<file path="src/rtl/zxuno_pkg.sv">
package zxuno_pkg;

  // --------------------
  // bus widths
  // --------------------
  localparam int addr_w = 16;
  localparam int data_w = 8;

  // --------------------
  // i/o ports
  // --------------------
  // register address port, read back by the cpu
  localparam logic [addr_w-1:0] port_zxaddr = 16'hFC3B;
  // register data port, routed by the latched address
  localparam logic [addr_w-1:0] port_zxdata = 16'hFD3B;

  // --------------------
  // register numbers
  // --------------------
  localparam logic [data_w-1:0] reg_scandbl    = 8'h0B;
  localparam logic [data_w-1:0] reg_rasterline = 8'h0C;
  localparam logic [data_w-1:0] reg_rasterctl  = 8'h0D;
  localparam logic [data_w-1:0] reg_devoptions = 8'h0E;
  localparam logic [data_w-1:0] reg_coreid     = 8'hFF;

  // nobody drives the bus
  localparam logic [data_w-1:0] open_bus = 8'hFF;

  // raster line, 9 bits split across two registers
  localparam int raster_line_w = 9;
  localparam logic [raster_line_w-1:0] raster_line_rst = '1;

  // reset values of the bank
  localparam logic [data_w-1:0] scandbl_rst    = 8'h00;
  localparam logic [data_w-1:0] rasterline_rst = raster_line_rst[data_w-1:0];
  // only line_msb set, enables stay off
  localparam logic [data_w-1:0] rasterctl_rst  = {7'b0, raster_line_rst[raster_line_w-1]};
  localparam logic [data_w-1:0] devoptions_rst = 8'h00;

  // --------------------
  // core id
  // --------------------
  localparam int coreid_len   = 8;
  localparam int coreid_ptr_w = $clog2(coreid_len);
  // last entry is the terminating zero
  localparam logic [data_w-1:0] coreid_string [coreid_len] = '{
    "Z", "X", "I", "O", "-", "R", "1", 8'h00
  };

  // written byte, two ways of looking at it
  typedef union packed {
    // reg_scandbl view
    struct packed {
      logic [1:0] cpu_speed;
      logic       csync_option;
      logic [2:0] freq_option;
      logic       scanlines_enable;
      logic       vga_enable;
    } scandbl;
    // reg_rasterctl view
    struct packed {
      logic [4:0] unused;
      logic       vretraceint_disable;
      logic       rasterint_enable;
      logic       line_msb;
    } rasterctl;
  } zx_wdata_u;

endpackage

</file>
<file path="src/rtl/zxreg_if.sv">
interface zxreg_if import zxuno_pkg::*; ();

  // latched register number
  logic [data_w-1:0] reg_addr;
  // byte from the cpu, valid with regwr
  logic [data_w-1:0] wdata;
  // one-cycle strobes, one per bus access
  logic              regwr;
  logic              regrd;
  logic              regaddr_changed;

  // decoder side
  modport source (
    output reg_addr, wdata, regwr, regrd, regaddr_changed
  );

  // register consumers, no back-pressure
  modport sink (
    input reg_addr, wdata, regwr, regrd, regaddr_changed
  );

endinterface

</file>
<file path="src/rtl/zxreg_decoder.sv">
module zxreg_decoder import zxuno_pkg::*; (
  input  logic              sysclk,
  input  logic              rst_n,
  input  logic [addr_w-1:0] addr,
  input  logic              iorq_n,
  input  logic              rd_n,
  input  logic              wr_n,
  input  logic [data_w-1:0] din,
  output logic [data_w-1:0] addr_dout,
  output logic              oe_addr,
  zxreg_if.source           zx
);

  logic              io_req;
  logic              cycle_seen;
  logic              start;
  logic              hit_addr;
  logic              hit_data;
  logic [data_w-1:0] regaddr_q;
  logic [data_w-1:0] wdata_q;
  logic              regwr_q;
  logic              regrd_q;
  logic              changed_q;

  // --------------------
  // cycle detect
  // --------------------
  // any i/o read or write on the bus
  assign io_req   = !iorq_n && (!rd_n || !wr_n);
  // first edge of the cycle only
  assign start    = io_req && !cycle_seen;
  assign hit_addr = (addr == port_zxaddr);
  assign hit_data = (addr == port_zxdata);

  always_ff @(posedge sysclk) begin
    if (!rst_n) begin
      cycle_seen <= 1'b0;
      regaddr_q  <= '0;
      regwr_q    <= 1'b0;
      regrd_q    <= 1'b0;
      changed_q  <= 1'b0;
    end else begin
      // strobes drop after one cycle
      regwr_q   <= 1'b0;
      regrd_q   <= 1'b0;
      changed_q <= 1'b0;
      // rearm only once iorq_n is back high
      if (iorq_n)
        cycle_seen <= 1'b0;
      else if (io_req)
        cycle_seen <= 1'b1;
      // address port write
      if (start && hit_addr && !wr_n) begin
        regaddr_q <= din;
        changed_q <= 1'b1;
      end
      // data port, write wins if both low
      if (start && hit_data) begin
        regwr_q <= !wr_n;
        regrd_q <= wr_n && !rd_n;
      end
    end
  end

  // payload byte for regwr
  always_ff @(posedge sysclk) begin
    if (start && hit_data && !wr_n)
      wdata_q <= din;
  end

  // --------------------
  // outputs
  // --------------------
  assign zx.reg_addr        = regaddr_q;
  assign zx.wdata           = wdata_q;
  assign zx.regwr           = regwr_q;
  assign zx.regrd           = regrd_q;
  assign zx.regaddr_changed = changed_q;

  // address latch read-back
  assign oe_addr   = !iorq_n && !rd_n && hit_addr;
  assign addr_dout = regaddr_q;

endmodule

</file>
<file path="src/rtl/zxreg_bank.sv">
module zxreg_bank import zxuno_pkg::*; (
  input  logic                     sysclk,
  input  logic                     rst_n,
  input  logic                     rd_n,
  input  logic                     iorq_n,
  input  logic [addr_w-1:0]        addr,
  zxreg_if.sink                    zx,
  output logic [data_w-1:0]        dout,
  output logic                     oe,
  output logic                     vga_enable,
  output logic                     scanlines_enable,
  output logic [2:0]               freq_option,
  output logic                     csync_option,
  output logic [1:0]               cpu_speed,
  output logic                     rasterint_enable,
  output logic                     vretraceint_disable,
  output logic [raster_line_w-1:0] raster_line,
  output logic [data_w-1:0]        devoptions
);

  zx_wdata_u         wr_view;
  zx_wdata_u         scandbl_q;
  zx_wdata_u         rasterctl_q;
  logic [data_w-1:0] rasterline_q;
  logic [data_w-1:0] devoptions_q;
  logic              rd_access;
  logic              reg_hit;

  // incoming byte seen through the union
  assign wr_view = zx.wdata;

  // --------------------
  // register writes
  // --------------------
  always_ff @(posedge sysclk) begin
    if (!rst_n) begin
      scandbl_q    <= scandbl_rst;
      rasterline_q <= rasterline_rst;
      rasterctl_q  <= rasterctl_rst;
      devoptions_q <= devoptions_rst;
    end else if (zx.regwr) begin
      case (zx.reg_addr)
        reg_scandbl:    scandbl_q    <= wr_view;
        reg_rasterline: rasterline_q <= zx.wdata;
        reg_rasterctl:  rasterctl_q  <= wr_view;
        reg_devoptions: devoptions_q <= zx.wdata;
        // other numbers belong to someone else
        default: ;
      endcase
    end
  end

  // --------------------
  // decoded outputs
  // --------------------
  // scandoubler fields
  assign vga_enable       = scandbl_q.scandbl.vga_enable;
  assign scanlines_enable = scandbl_q.scandbl.scanlines_enable;
  assign freq_option      = scandbl_q.scandbl.freq_option;
  assign csync_option     = scandbl_q.scandbl.csync_option;
  assign cpu_speed        = scandbl_q.scandbl.cpu_speed;

  // raster interrupt fields
  assign rasterint_enable    = rasterctl_q.rasterctl.rasterint_enable;
  assign vretraceint_disable = rasterctl_q.rasterctl.vretraceint_disable;
  // msb lives in the control register
  assign raster_line = {rasterctl_q.rasterctl.line_msb, rasterline_q};

  assign devoptions = devoptions_q;

  // --------------------
  // read-back
  // --------------------
  assign rd_access = !iorq_n && !rd_n && (addr == port_zxdata);
  assign reg_hit   = zx.reg_addr inside {reg_scandbl, reg_rasterline,
                                         reg_rasterctl, reg_devoptions};
  // combinational, drops with the read
  assign oe = rd_access && reg_hit;

  always_comb begin
    case (zx.reg_addr)
      reg_scandbl:    dout = scandbl_q;
      reg_rasterline: dout = rasterline_q;
      reg_rasterctl:  dout = rasterctl_q;
      reg_devoptions: dout = devoptions_q;
      default:        dout = open_bus;
    endcase
  end

endmodule

</file>
<file path="src/rtl/coreid_reader.sv">
module coreid_reader import zxuno_pkg::*; (
  input  logic              sysclk,
  input  logic              rst_n,
  input  logic              rd_n,
  input  logic              iorq_n,
  input  logic [addr_w-1:0] addr,
  zxreg_if.sink             zx,
  output logic [data_w-1:0] dout,
  output logic              oe
);

  logic [coreid_ptr_w-1:0] ptr;
  logic [data_w-1:0]       char_q;
  logic                    hold;
  logic                    id_read;
  logic                    at_end;

  // regrd aimed at the id register
  assign id_read = zx.regrd && (zx.reg_addr == reg_coreid);
  // parked on the terminating zero
  assign at_end  = (ptr == coreid_ptr_w'(coreid_len - 1));

  // --------------------
  // pointer
  // --------------------
  always_ff @(posedge sysclk) begin
    if (!rst_n) begin
      ptr  <= '0;
      hold <= 1'b0;
    end else begin
      if (zx.regaddr_changed)
        ptr <= '0;
      else if (id_read && !at_end)
        ptr <= ptr + 1'b1;
      // keep the old char until the bus cycle ends
      if (iorq_n)
        hold <= 1'b0;
      else if (id_read)
        hold <= 1'b1;
    end
  end

  // char read in this cycle
  always_ff @(posedge sysclk) begin
    if (id_read)
      char_q <= coreid_string[ptr];
  end

  assign oe   = !iorq_n && !rd_n && (addr == port_zxdata) && (zx.reg_addr == reg_coreid);
  assign dout = hold ? char_q : coreid_string[ptr];

endmodule

</file>
<file path="src/rtl/cpu_din_mux.sv">
module cpu_din_mux import zxuno_pkg::*; (
  input  logic [data_w-1:0] addr_dout,
  input  logic              oe_addr,
  input  logic [data_w-1:0] bank_dout,
  input  logic              oe_bank,
  input  logic [data_w-1:0] coreid_dout,
  input  logic              oe_coreid,
  output logic [data_w-1:0] cpu_din
);

  // --------------------
  // fixed priority
  // --------------------
  // address read-back first
  // then core id, then the bank
  // open bus always last
  always_comb begin
    case (1'b1)
      oe_addr:   cpu_din = addr_dout;
      oe_coreid: cpu_din = coreid_dout;
      oe_bank:   cpu_din = bank_dout;
      default:   cpu_din = open_bus;
    endcase
  end

endmodule

</file>
<file path="src/rtl/zxuno_io_top.sv">
module zxuno_io_top import zxuno_pkg::*; (
  input  logic                     sysclk,
  input  logic                     rst_n,
  input  logic [addr_w-1:0]        addr,
  input  logic                     iorq_n,
  input  logic                     rd_n,
  input  logic                     wr_n,
  input  logic [data_w-1:0]        din,
  output logic [data_w-1:0]        cpu_din,
  // scandoubler control
  output logic                     vga_enable,
  output logic                     scanlines_enable,
  output logic [2:0]               freq_option,
  output logic                     csync_option,
  output logic [1:0]               cpu_speed,
  // raster interrupt control
  output logic                     rasterint_enable,
  output logic                     vretraceint_disable,
  output logic [raster_line_w-1:0] raster_line,
  // device enables
  output logic [data_w-1:0]        devoptions
);

  // read sources toward the mux
  logic [data_w-1:0] addr_dout;
  logic              oe_addr;
  logic [data_w-1:0] bank_dout;
  logic              oe_bank;
  logic [data_w-1:0] coreid_dout;
  logic              oe_coreid;

  // decoded register accesses
  zxreg_if zx ();

  // --------------------
  // input side
  // --------------------
  zxreg_decoder u_decoder (
    .sysclk    (sysclk),
    .rst_n     (rst_n),
    .addr      (addr),
    .iorq_n    (iorq_n),
    .rd_n      (rd_n),
    .wr_n      (wr_n),
    .din       (din),
    .addr_dout (addr_dout),
    .oe_addr   (oe_addr),
    .zx        (zx.source)
  );

  // --------------------
  // register consumers
  // --------------------
  zxreg_bank u_bank (
    .sysclk              (sysclk),
    .rst_n               (rst_n),
    .rd_n                (rd_n),
    .iorq_n              (iorq_n),
    .addr                (addr),
    .zx                  (zx.sink),
    .dout                (bank_dout),
    .oe                  (oe_bank),
    .vga_enable          (vga_enable),
    .scanlines_enable    (scanlines_enable),
    .freq_option         (freq_option),
    .csync_option        (csync_option),
    .cpu_speed           (cpu_speed),
    .rasterint_enable    (rasterint_enable),
    .vretraceint_disable (vretraceint_disable),
    .raster_line         (raster_line),
    .devoptions          (devoptions)
  );

  coreid_reader u_coreid (
    .sysclk (sysclk),
    .rst_n  (rst_n),
    .rd_n   (rd_n),
    .iorq_n (iorq_n),
    .addr   (addr),
    .zx     (zx.sink),
    .dout   (coreid_dout),
    .oe     (oe_coreid)
  );

  // cpu data-in selection
  cpu_din_mux u_din_mux (
    .addr_dout   (addr_dout),
    .oe_addr     (oe_addr),
    .bank_dout   (bank_dout),
    .oe_bank     (oe_bank),
    .coreid_dout (coreid_dout),
    .oe_coreid   (oe_coreid),
    .cpu_din     (cpu_din)
  );

endmodule

</file>
<file path="config.mk">
export PLATFORM = sky130hd
export DESIGN_NAME = zxuno_io_top
export DESIGN_NICKNAME = d
export VERILOG_FILES = /design/src/rtl/zxuno_pkg.sv /design/src/rtl/zxreg_if.sv /design/src/rtl/zxreg_decoder.sv /design/src/rtl/zxreg_bank.sv /design/src/rtl/coreid_reader.sv /design/src/rtl/cpu_din_mux.sv /design/src/rtl/zxuno_io_top.sv
export SDC_FILE = /design/constraint.sdc
export NUM_CORES = 1
export LEC_CHECK = 0
export ABC_CLOCK_PERIOD_IN_PS = 2450
export CAP_MARGIN = 10
export CORE_ASPECT_RATIO = 1.4
export CORE_UTILIZATION = 45
export DETAILED_ROUTE_END_ITERATION = 10
export DONT_BUFFER_PORTS = 1
export GPL_ROUTABILITY_DRIVEN = 0
export HOLD_SLACK_MARGIN = 0.03
export MAX_ROUTING_LAYER = met4
export PLACE_DENSITY = 0.61
export SKIP_CTS_REPAIR_TIMING = 1
export SLEW_MARGIN = 20
export SYNTH_ARGS = -nofsm -noshare
export SYNTH_HDL_FRONTEND = slang
export SYNTH_SLANG_ARGS = --single-unit
</file>
<file path="constraint.sdc">
create_clock -name sysclk -period 2.45 [get_ports sysclk]
set_input_delay 0.245 -clock sysclk [delete_from_list [all_inputs] [get_ports sysclk]]
set_output_delay 0.245 -clock sysclk [all_outputs]
set_load 0.01 [all_outputs]
</file>
==> impl_metrics.env, run 1 <==
export IMPL_multiInputGateArea_um2=1660
export IMPL_clk_path_buf_depth=2
export IMPL_cp_slowest_cell="or4_4"
export IMPL_area_delta_synth_final_pct=19.1
export IMPL_basic_gate_share_of_the_synthesized_area_counting_and_or_nand_and_nor_cells_pct=25.6
export IMPL_synthDominantCellAreaShare_pct=31.4
export IMPL_synth_top_area_cell="dfxtp_1"
export IMPL_min_period_ns=2.57
export IMPL_initial_utilization_pct=46.6
export IMPL_final_wl_um=8040
export IMPL_io_buffers=0
export IMPL_setup_viol=6
export IMPL_syn_cell_area_um2=3060
export IMPL_clk_pin_slew_ns=0.07
export IMPL_grt_antenna_before_repair=0
export IMPL_total_die_area_um2=7140
export IMPL_hpwl_um=5660
export IMPL_cts_tree="yes"
export IMPL_dieHeight_um=99.6
export IMPL_num_antenna_cells=0
export IMPL_combined_global_route_utilization_of_all_metal_layers_pct=23.9
export IMPL_critical_path_top_delay_family="simple AND/OR/NAND/NOR gates"
export IMPL_hold_class="primary input to flip-flop"
export IMPL_fin_worst_skew_ns=0.00766
export IMPL_synth_edff_count=15
export IMPL_utilization_pct=55.5
export IMPL_post_route_cells_drive_above_1_share_pct=18.2
export IMPL_synth_mux_area_fraction_pct=9.86
export IMPL_postSynthNetCount=361
export IMPL_routed_via_count=2465
export IMPL_finalHoldViolations=0
export IMPL_avgSynthCellArea_um2=9.36
export IMPL_critical_path_n_buffers_inverters=2
export IMPL_max_freq_mhz=389
export IMPL_timing_final_crit_share_pct=105
export IMPL_clock_sink_count=63
export IMPL_design_power_total_uw=1980
export IMPL_clk_latency_ns=0.34
export IMPL_synth_compound_gate_area_share_pct=12.6
export IMPL_largest_net_degree_at_the_start_of_global_routing=45
export IMPL_timing_final_ws_setup_ns=-0.119
export IMPL_placedInstanceArea_um2=3190
export IMPL_synth_top_flop_cell="dfxtp_1"
export IMPL_number_of_inserted_filler_cells_in_the_final_layout=599
export IMPL_synth_xor_xnor_area_share_pct=0.286
export IMPL_grt_pass1_wl_um=12500
export IMPL_ctsRootBufferMaster="clkbuf_8"
export IMPL_ys_async_sr_fraction_pct=0
export IMPL_max_cap_violations=0
export IMPL_totalNegativeSetupSlack_ns=-0.461
export IMPL_global_route_overflow_total=0
export IMPL_synth_fa_ha_area_share_pct=2.04
export IMPL_critical_path_arrival_ns=2.32
export IMPL_drt_first_iter_violations=108
export IMPL_grt_setup_unrepaired="yes"
export IMPL_static_leakage_power_uw=0.00131
export IMPL_required_time_at_the_worst_slack_endpoint_ns=2.20
export IMPL_synthCells=327
export IMPL_die_width_um=71.7
export IMPL_run_status="finished, violations left"
export IMPL_number_of_nets_at_the_end_of_the_flow=380
export IMPL_drt_first_pass_iters=4
export IMPL_rows=35
export IMPL_dominant_combinational_cell_family_by_area_after_synthesis="simple AND/OR/NAND/NOR gates"
export IMPL_yosysUniqueCellTypes=45
export IMPL_drtAntennaViolNets=0
export IMPL_drt_wirelength_per_cell_um=18.9
export IMPL_final_cell_area_um2=3640
export IMPL_failing_checks="setup timing"
export IMPL_boundaryPins=64
export IMPL_worst_ir_drop_vdd_uv=418
export IMPL_max_slew_margin_rel_pct=61.9
export IMPL_tritoncts_num_buffers=9
export IMPL_path_cells="or4_4 > or3_4 > buf_12 > nor2_2 > nor3_2 > o2bb2ai_2 > buf_4"
export IMPL_yosysSeqAreaShare_pct=46.1
export IMPL_synth_area_leaders="dfxtp_1 31%, edfxtp_1 15%, mux2i_1 9.5%"
export IMPL_seqCellArea_um2=1420
export IMPL_worst_setup_path_type="flip-flop to primary output"
export IMPL_report_final_slew_viol_count=0
export IMPL_synth_warnings=0
export IMPL_setup_worst_path_end_class="primary output"
export IMPL_critPathMaxStageDelay_ns=0.56
export IMPL_via_per_inst=5.80
export IMPL_ys_seq_elements=63
export IMPL_critPathMaxFanout=7
export IMPL_max_slew_worst_pin_slew_ns=0.569
export IMPL_grt_pass1_vias=2388
export IMPL_critPathLaunchType="flip-flop"
export IMPL_drc=0
export IMPL_placeableCoreArea_um2=6570
export IMPL_pre_cts_ws_ns=0.181
export IMPL_p_per_area_nw_per_um2=543
export IMPL_ctsHtreeMaxLevel=3
cell usage after synthesis (3+ instances only):
master	number
a21boi_0	17
a21oi_1	11
a22o_1	8
and2_1	4
and4b_1	3
buf_2	6
clkbuf_1	14
dfxtp_1	48
edfxtp_1	15
ha_1	5
inv_1	4
mux2i_1	29
nand2_1	42
nand2b_1	5
nand3_1	26
nand4_1	3
nor2_1	16
nor2b_1	22
nor3_1	7
nor4_1	4
o21ai_0	5
o2bb2ai_1	4
or2_2	3
or3_1	3
logic make-up (layout without fill, tap and decap cells):
kind of cell | count (synthesis) | after routing
adders and majority gates | 5 | 5
AOI/OAI and AO/OA | 54 | 54
DFF | 63 | 63
muxes | 30 | 30
and+or+nand+nor | 148 | 148
buffers and inverters | 26 | 50
xor gates and xnor gates | 1 | 1
routing by layer:
layer / vias up / global-route usage [%] / routed length (um)
li1: 1206 / - / -
met1: 1172 / 28.0 / 3450
met2: 72 / 36.9 / 3870
met3: 15 / 6.99 / 471
met4: 0 / 12.1 / 239
met5: - / - / 0
state kept, by name, indices dropped and copies added, names as in the netlist, 3 cells and up:
register / flops
u_bank.devoptions: 8
u_bank.rasterctl_q: 8
u_bank.rasterline_q: 8
u_bank.scandbl_q: 8
u_coreid.char_q: 7
u_coreid.ptr: 3
u_decoder.addr_dout: 8
u_decoder.zx.wdata: 8
layout make-up:
class                   count  area share [%]
clock inverters             2           0.275
well taps                  74            2.54
clock buffers              14            5.08
inverters                   4           0.412
flip-flops and latches     63            39.0
repair buffers             30            7.21
multi-input cells         238            45.4
worst register-to-register path: stages (launching register included):
cell	delay, ns
dfxtp_4	0.37
or4_4	0.56
or3_4	0.44
buf_12	0.16
or3b_1	0.53
nand2_1	0.12
nand3_1	0.07
path summary, 6_finish.rpt:
path                            slack, ns                     end                         start  cells after the start
worst min register to register       0.52         u_coreid.ptr[0]  u_decoder.zx.regaddr_changed                      2
worst max-delay path                -0.12              cpu_din[0]        u_decoder.addr_dout[5]                      7
worst min-delay path                 0.04  u_decoder.addr_dout[7]                         rst_n                      1
worst max register to register       0.05  u_bank.rasterline_q[6]        u_decoder.addr_dout[5]                      6
cells in the final DEF (no fill, tap or decap), types with 8 or more instances in the layout:
cell           instances
dfxtp_1               43
nand2_1               42
mux2i_1               29
nand3_1               26
nor2b_1               22
buf_4                 19
a21boi_0              17
edfxtp_1              15
nor2_1                11
a21oi_1               11
dlygate4sd3_1         10
clkbuf_8               9
a22o_1                 8
power breakdown:
group	switching [uW]	internal (uW)	total [uW]
registers	1.09	1060	1060
logic	12.2	23.0	35.2
clock network	393	489	882
total	407	1570	1980
per-stage QoR:
stage,hold slack (ns),cells
finish,0.0404,425
global route,0.0323,425
CTS,-0.0324,411
detailed placement,0.326,395
global placement,0.323,395
floorplan,0.337,327
Power figures use the tool's default switching activity.
==> run 2, diff against run 1 <==
==> constraint.sdc (replaced) <==
create_clock -name sysclk -period 2.45 [get_ports sysclk]
set_input_delay 0 -clock sysclk [delete_from_list [all_inputs] [get_ports sysclk]]
set_output_delay 0 -clock sysclk [all_outputs]
set_load 0.01 [all_outputs]
==> run 2 against run 1 <==
Against the previous run: the flow now finishes without violations; total power decreased by 3.2%; maximum frequency increased by 9.0%; die area unchanged; worst hold slack improved by 0.038 ns; critical endpoint is now cpu_din[3]; sequential share of layout area increased by 1.1 points; largest cell class unchanged; via count decreased by 1.6%; global-route usage increased by 0.25 points; sequential cell count unchanged.
==> impl_metrics.env, run 2 (synthesized netlist as in run 1, its figures left out) <==
export IMPL_grt_pass1_wl_um=12500
export IMPL_routed_wl_met2_um=3820
export IMPL_max_cap_violations=0
export IMPL_total_die_area_um2=7140
export IMPL_die_width_um=71.7
export IMPL_grt_antenna_before_repair=0
export IMPL_drtAntennaViolNets=0
export IMPL_setup_viol=0
export IMPL_combined_global_route_utilization_of_all_metal_layers_pct=24.1
export IMPL_drt_wirelength_per_cell_um=18.8
export IMPL_hpwl_um=5710
export IMPL_clk_pin_slew_ns=0.06
export IMPL_setup_worst_path_end_class="primary output"
export IMPL_path_cells="nor4_2 > o2111ai_1 > or2_2 > or3_1 > a22o_1"
export IMPL_number_of_nets_at_the_end_of_the_flow=377
export IMPL_ctsHtreeMaxLevel=3
export IMPL_r2r_start="u_decoder.addr_dout[4]"
export IMPL_io_buffers=0
export IMPL_max_freq_mhz=425
export IMPL_placedInstanceArea_um2=3130
export IMPL_clock_sink_count=63
export IMPL_timing_reg2reg_worst_path_depth=7
export IMPL_seqPwrFrac_pct=55.5
export IMPL_final_common_cell="dfxtp_1"
export IMPL_report_final_slew_viol_count=0
export IMPL_fin_worst_skew_ns=0.0132
export IMPL_cts_tree="yes"
export IMPL_cp_slowest_cell="nor4_2"
export IMPL_required_time_at_the_worst_slack_endpoint_ns=2.45
export IMPL_hp_start="wr_n"
export IMPL_critPathMaxFanout=6
export IMPL_max_slew_margin_rel_pct=67.2
export IMPL_via_per_inst=5.75
export IMPL_static_leakage_power_uw=0.00126
export IMPL_worst_setup_path_type="flip-flop to primary output"
export IMPL_max_slew_worst_pin_slew_ns=0.490
export IMPL_utilization_pct=53.5
export IMPL_design_power_total_uw=1910
export IMPL_final_cell_mix="47 x dfxtp_1, 42 x nand2_1, 29 x mux2i_1"
export IMPL_netSwitchingFraction_pct=20.8
export IMPL_worst_ir_drop_vdd_uv=329
export IMPL_switchingPower_uw=398
export IMPL_highest_layer="met4"
export IMPL_run_status="complete, no violations"
export IMPL_global_route_overflow_total=0
export IMPL_boundaryPins=64
export IMPL_intPower_uw=1520
export IMPL_critPathLaunchType="flip-flop"
export IMPL_tritoncts_num_buffers=9
export IMPL_routed_wl_met3_um=467
export IMPL_ctsRootBufferMaster="clkbuf_8"
export IMPL_p_per_area_nw_per_um2=545
export IMPL_drt_first_iter_violations=108
export IMPL_finalHoldViolations=0
export IMPL_post_route_cells_drive_above_1_share_pct=9.48
export IMPL_timing_critical_path_from="u_decoder.addr_dout[4]"
export IMPL_placeableCoreArea_um2=6570
export IMPL_initial_utilization_pct=46.6
export IMPL_comb_power_share_pct=2.9
export IMPL_cp_capture_point="cpu_din[3]"
export IMPL_final_wl_um=7930
export IMPL_grt_pass1_vias=2405
export IMPL_rows=35
export IMPL_num_antenna_cells=0
export IMPL_wl_met1_um=3360
export IMPL_routed_via_count=2426
export IMPL_hold_class="primary input to flip-flop"
export IMPL_drt_first_pass_iters=4
export IMPL_critPathMaxStageDelay_ns=0.42
export IMPL_critical_path_arrival_ns=2.36
export IMPL_dieHeight_um=99.6
export IMPL_clk_latency_ns=0.35
export IMPL_largest_net_degree_at_the_start_of_global_routing=45
export IMPL_timing_final_crit_share_pct=96.1
export IMPL_area_delta_synth_final_pct=14.9
export IMPL_clk_path_buf_depth=2
export IMPL_final_cell_area_um2=3510
export IMPL_r2r_slack_ns=0.18
export IMPL_drc=0
export IMPL_min_period_ns=2.36
export IMPL_power_clock_fraction_pct=41.6
export IMPL_crit_reg_reg_endpoint="u_bank.rasterctl_q[0]"
run 2: cell count changes in the layout (fill, tap and decap cells not counted), sizes merged:
cell,delta
dlygate4sd3,+8
clkbuf,+1
clkinv,-1
buf,-11
run 2: final cells by class:
type,count,area (um^2)
inverters,4,15.0
fillers,643,3050
repair buffers,27,260
well taps,74,92.6
multi-input cells,238,1560
clock buffers,15,166
clock inverters,1,5.00
flip-flops and latches,63,1410
run 2: metrics by stage:
step | hold slack (ns) | std cells | TNS [ns] | worst slack (ns)
2_1_floorplan | 0.0919 | 327 | 0 | 0.358
3_3_place_gp | 0.0779 | 387 | 0 | 0.280
3_5_place_dp | 0.0778 | 387 | 0 | 0.242
4_1_cts | -0.283 | 403 | 0 | 0.0233
5_1_grt | 0.0775 | 422 | -0.0351 | -0.0351
6_report | 0.0785 | 422 | 0 | 0.0944
run 2: power groups by stage:
stage	clock network (uW)	logic (uW)	registers, uW
finish	796	56.2	1060
detailed placement	0	18.3	1090
CTS	816	18.5	1060
global route	865	60.1	1060
floorplan	0	24.0	1080
global placement	0	18.4	1090
run 2: worst min path at each step:
stage                              endpoint  cells past startpoint
5_1_grt        u_decoder.zx.regaddr_changed                      3
3_3_place_gp          u_bank.rasterctl_q[0]                      1
3_5_place_dp          u_bank.rasterctl_q[0]                      1
6_report       u_decoder.zx.regaddr_changed                      3
4_1_cts               u_bank.rasterctl_q[0]                      1
2_1_floorplan          u_decoder.cycle_seen                      1
run 2: critical path: cells and delay by family, from the launching register on:
family	cells	cell delay, ns
simple gates	3	1.21
compound gates	2	0.45
flops	1	0.35
run 2: routing by layer:
metal | global-route usage (%) | up-vias
met1 | 26.8 | 1147
li1 | - | 1197
met3 | 6.38 | 20
met4 | 14.8 | 0
met5 | - | -
met2 | 38.2 | 62
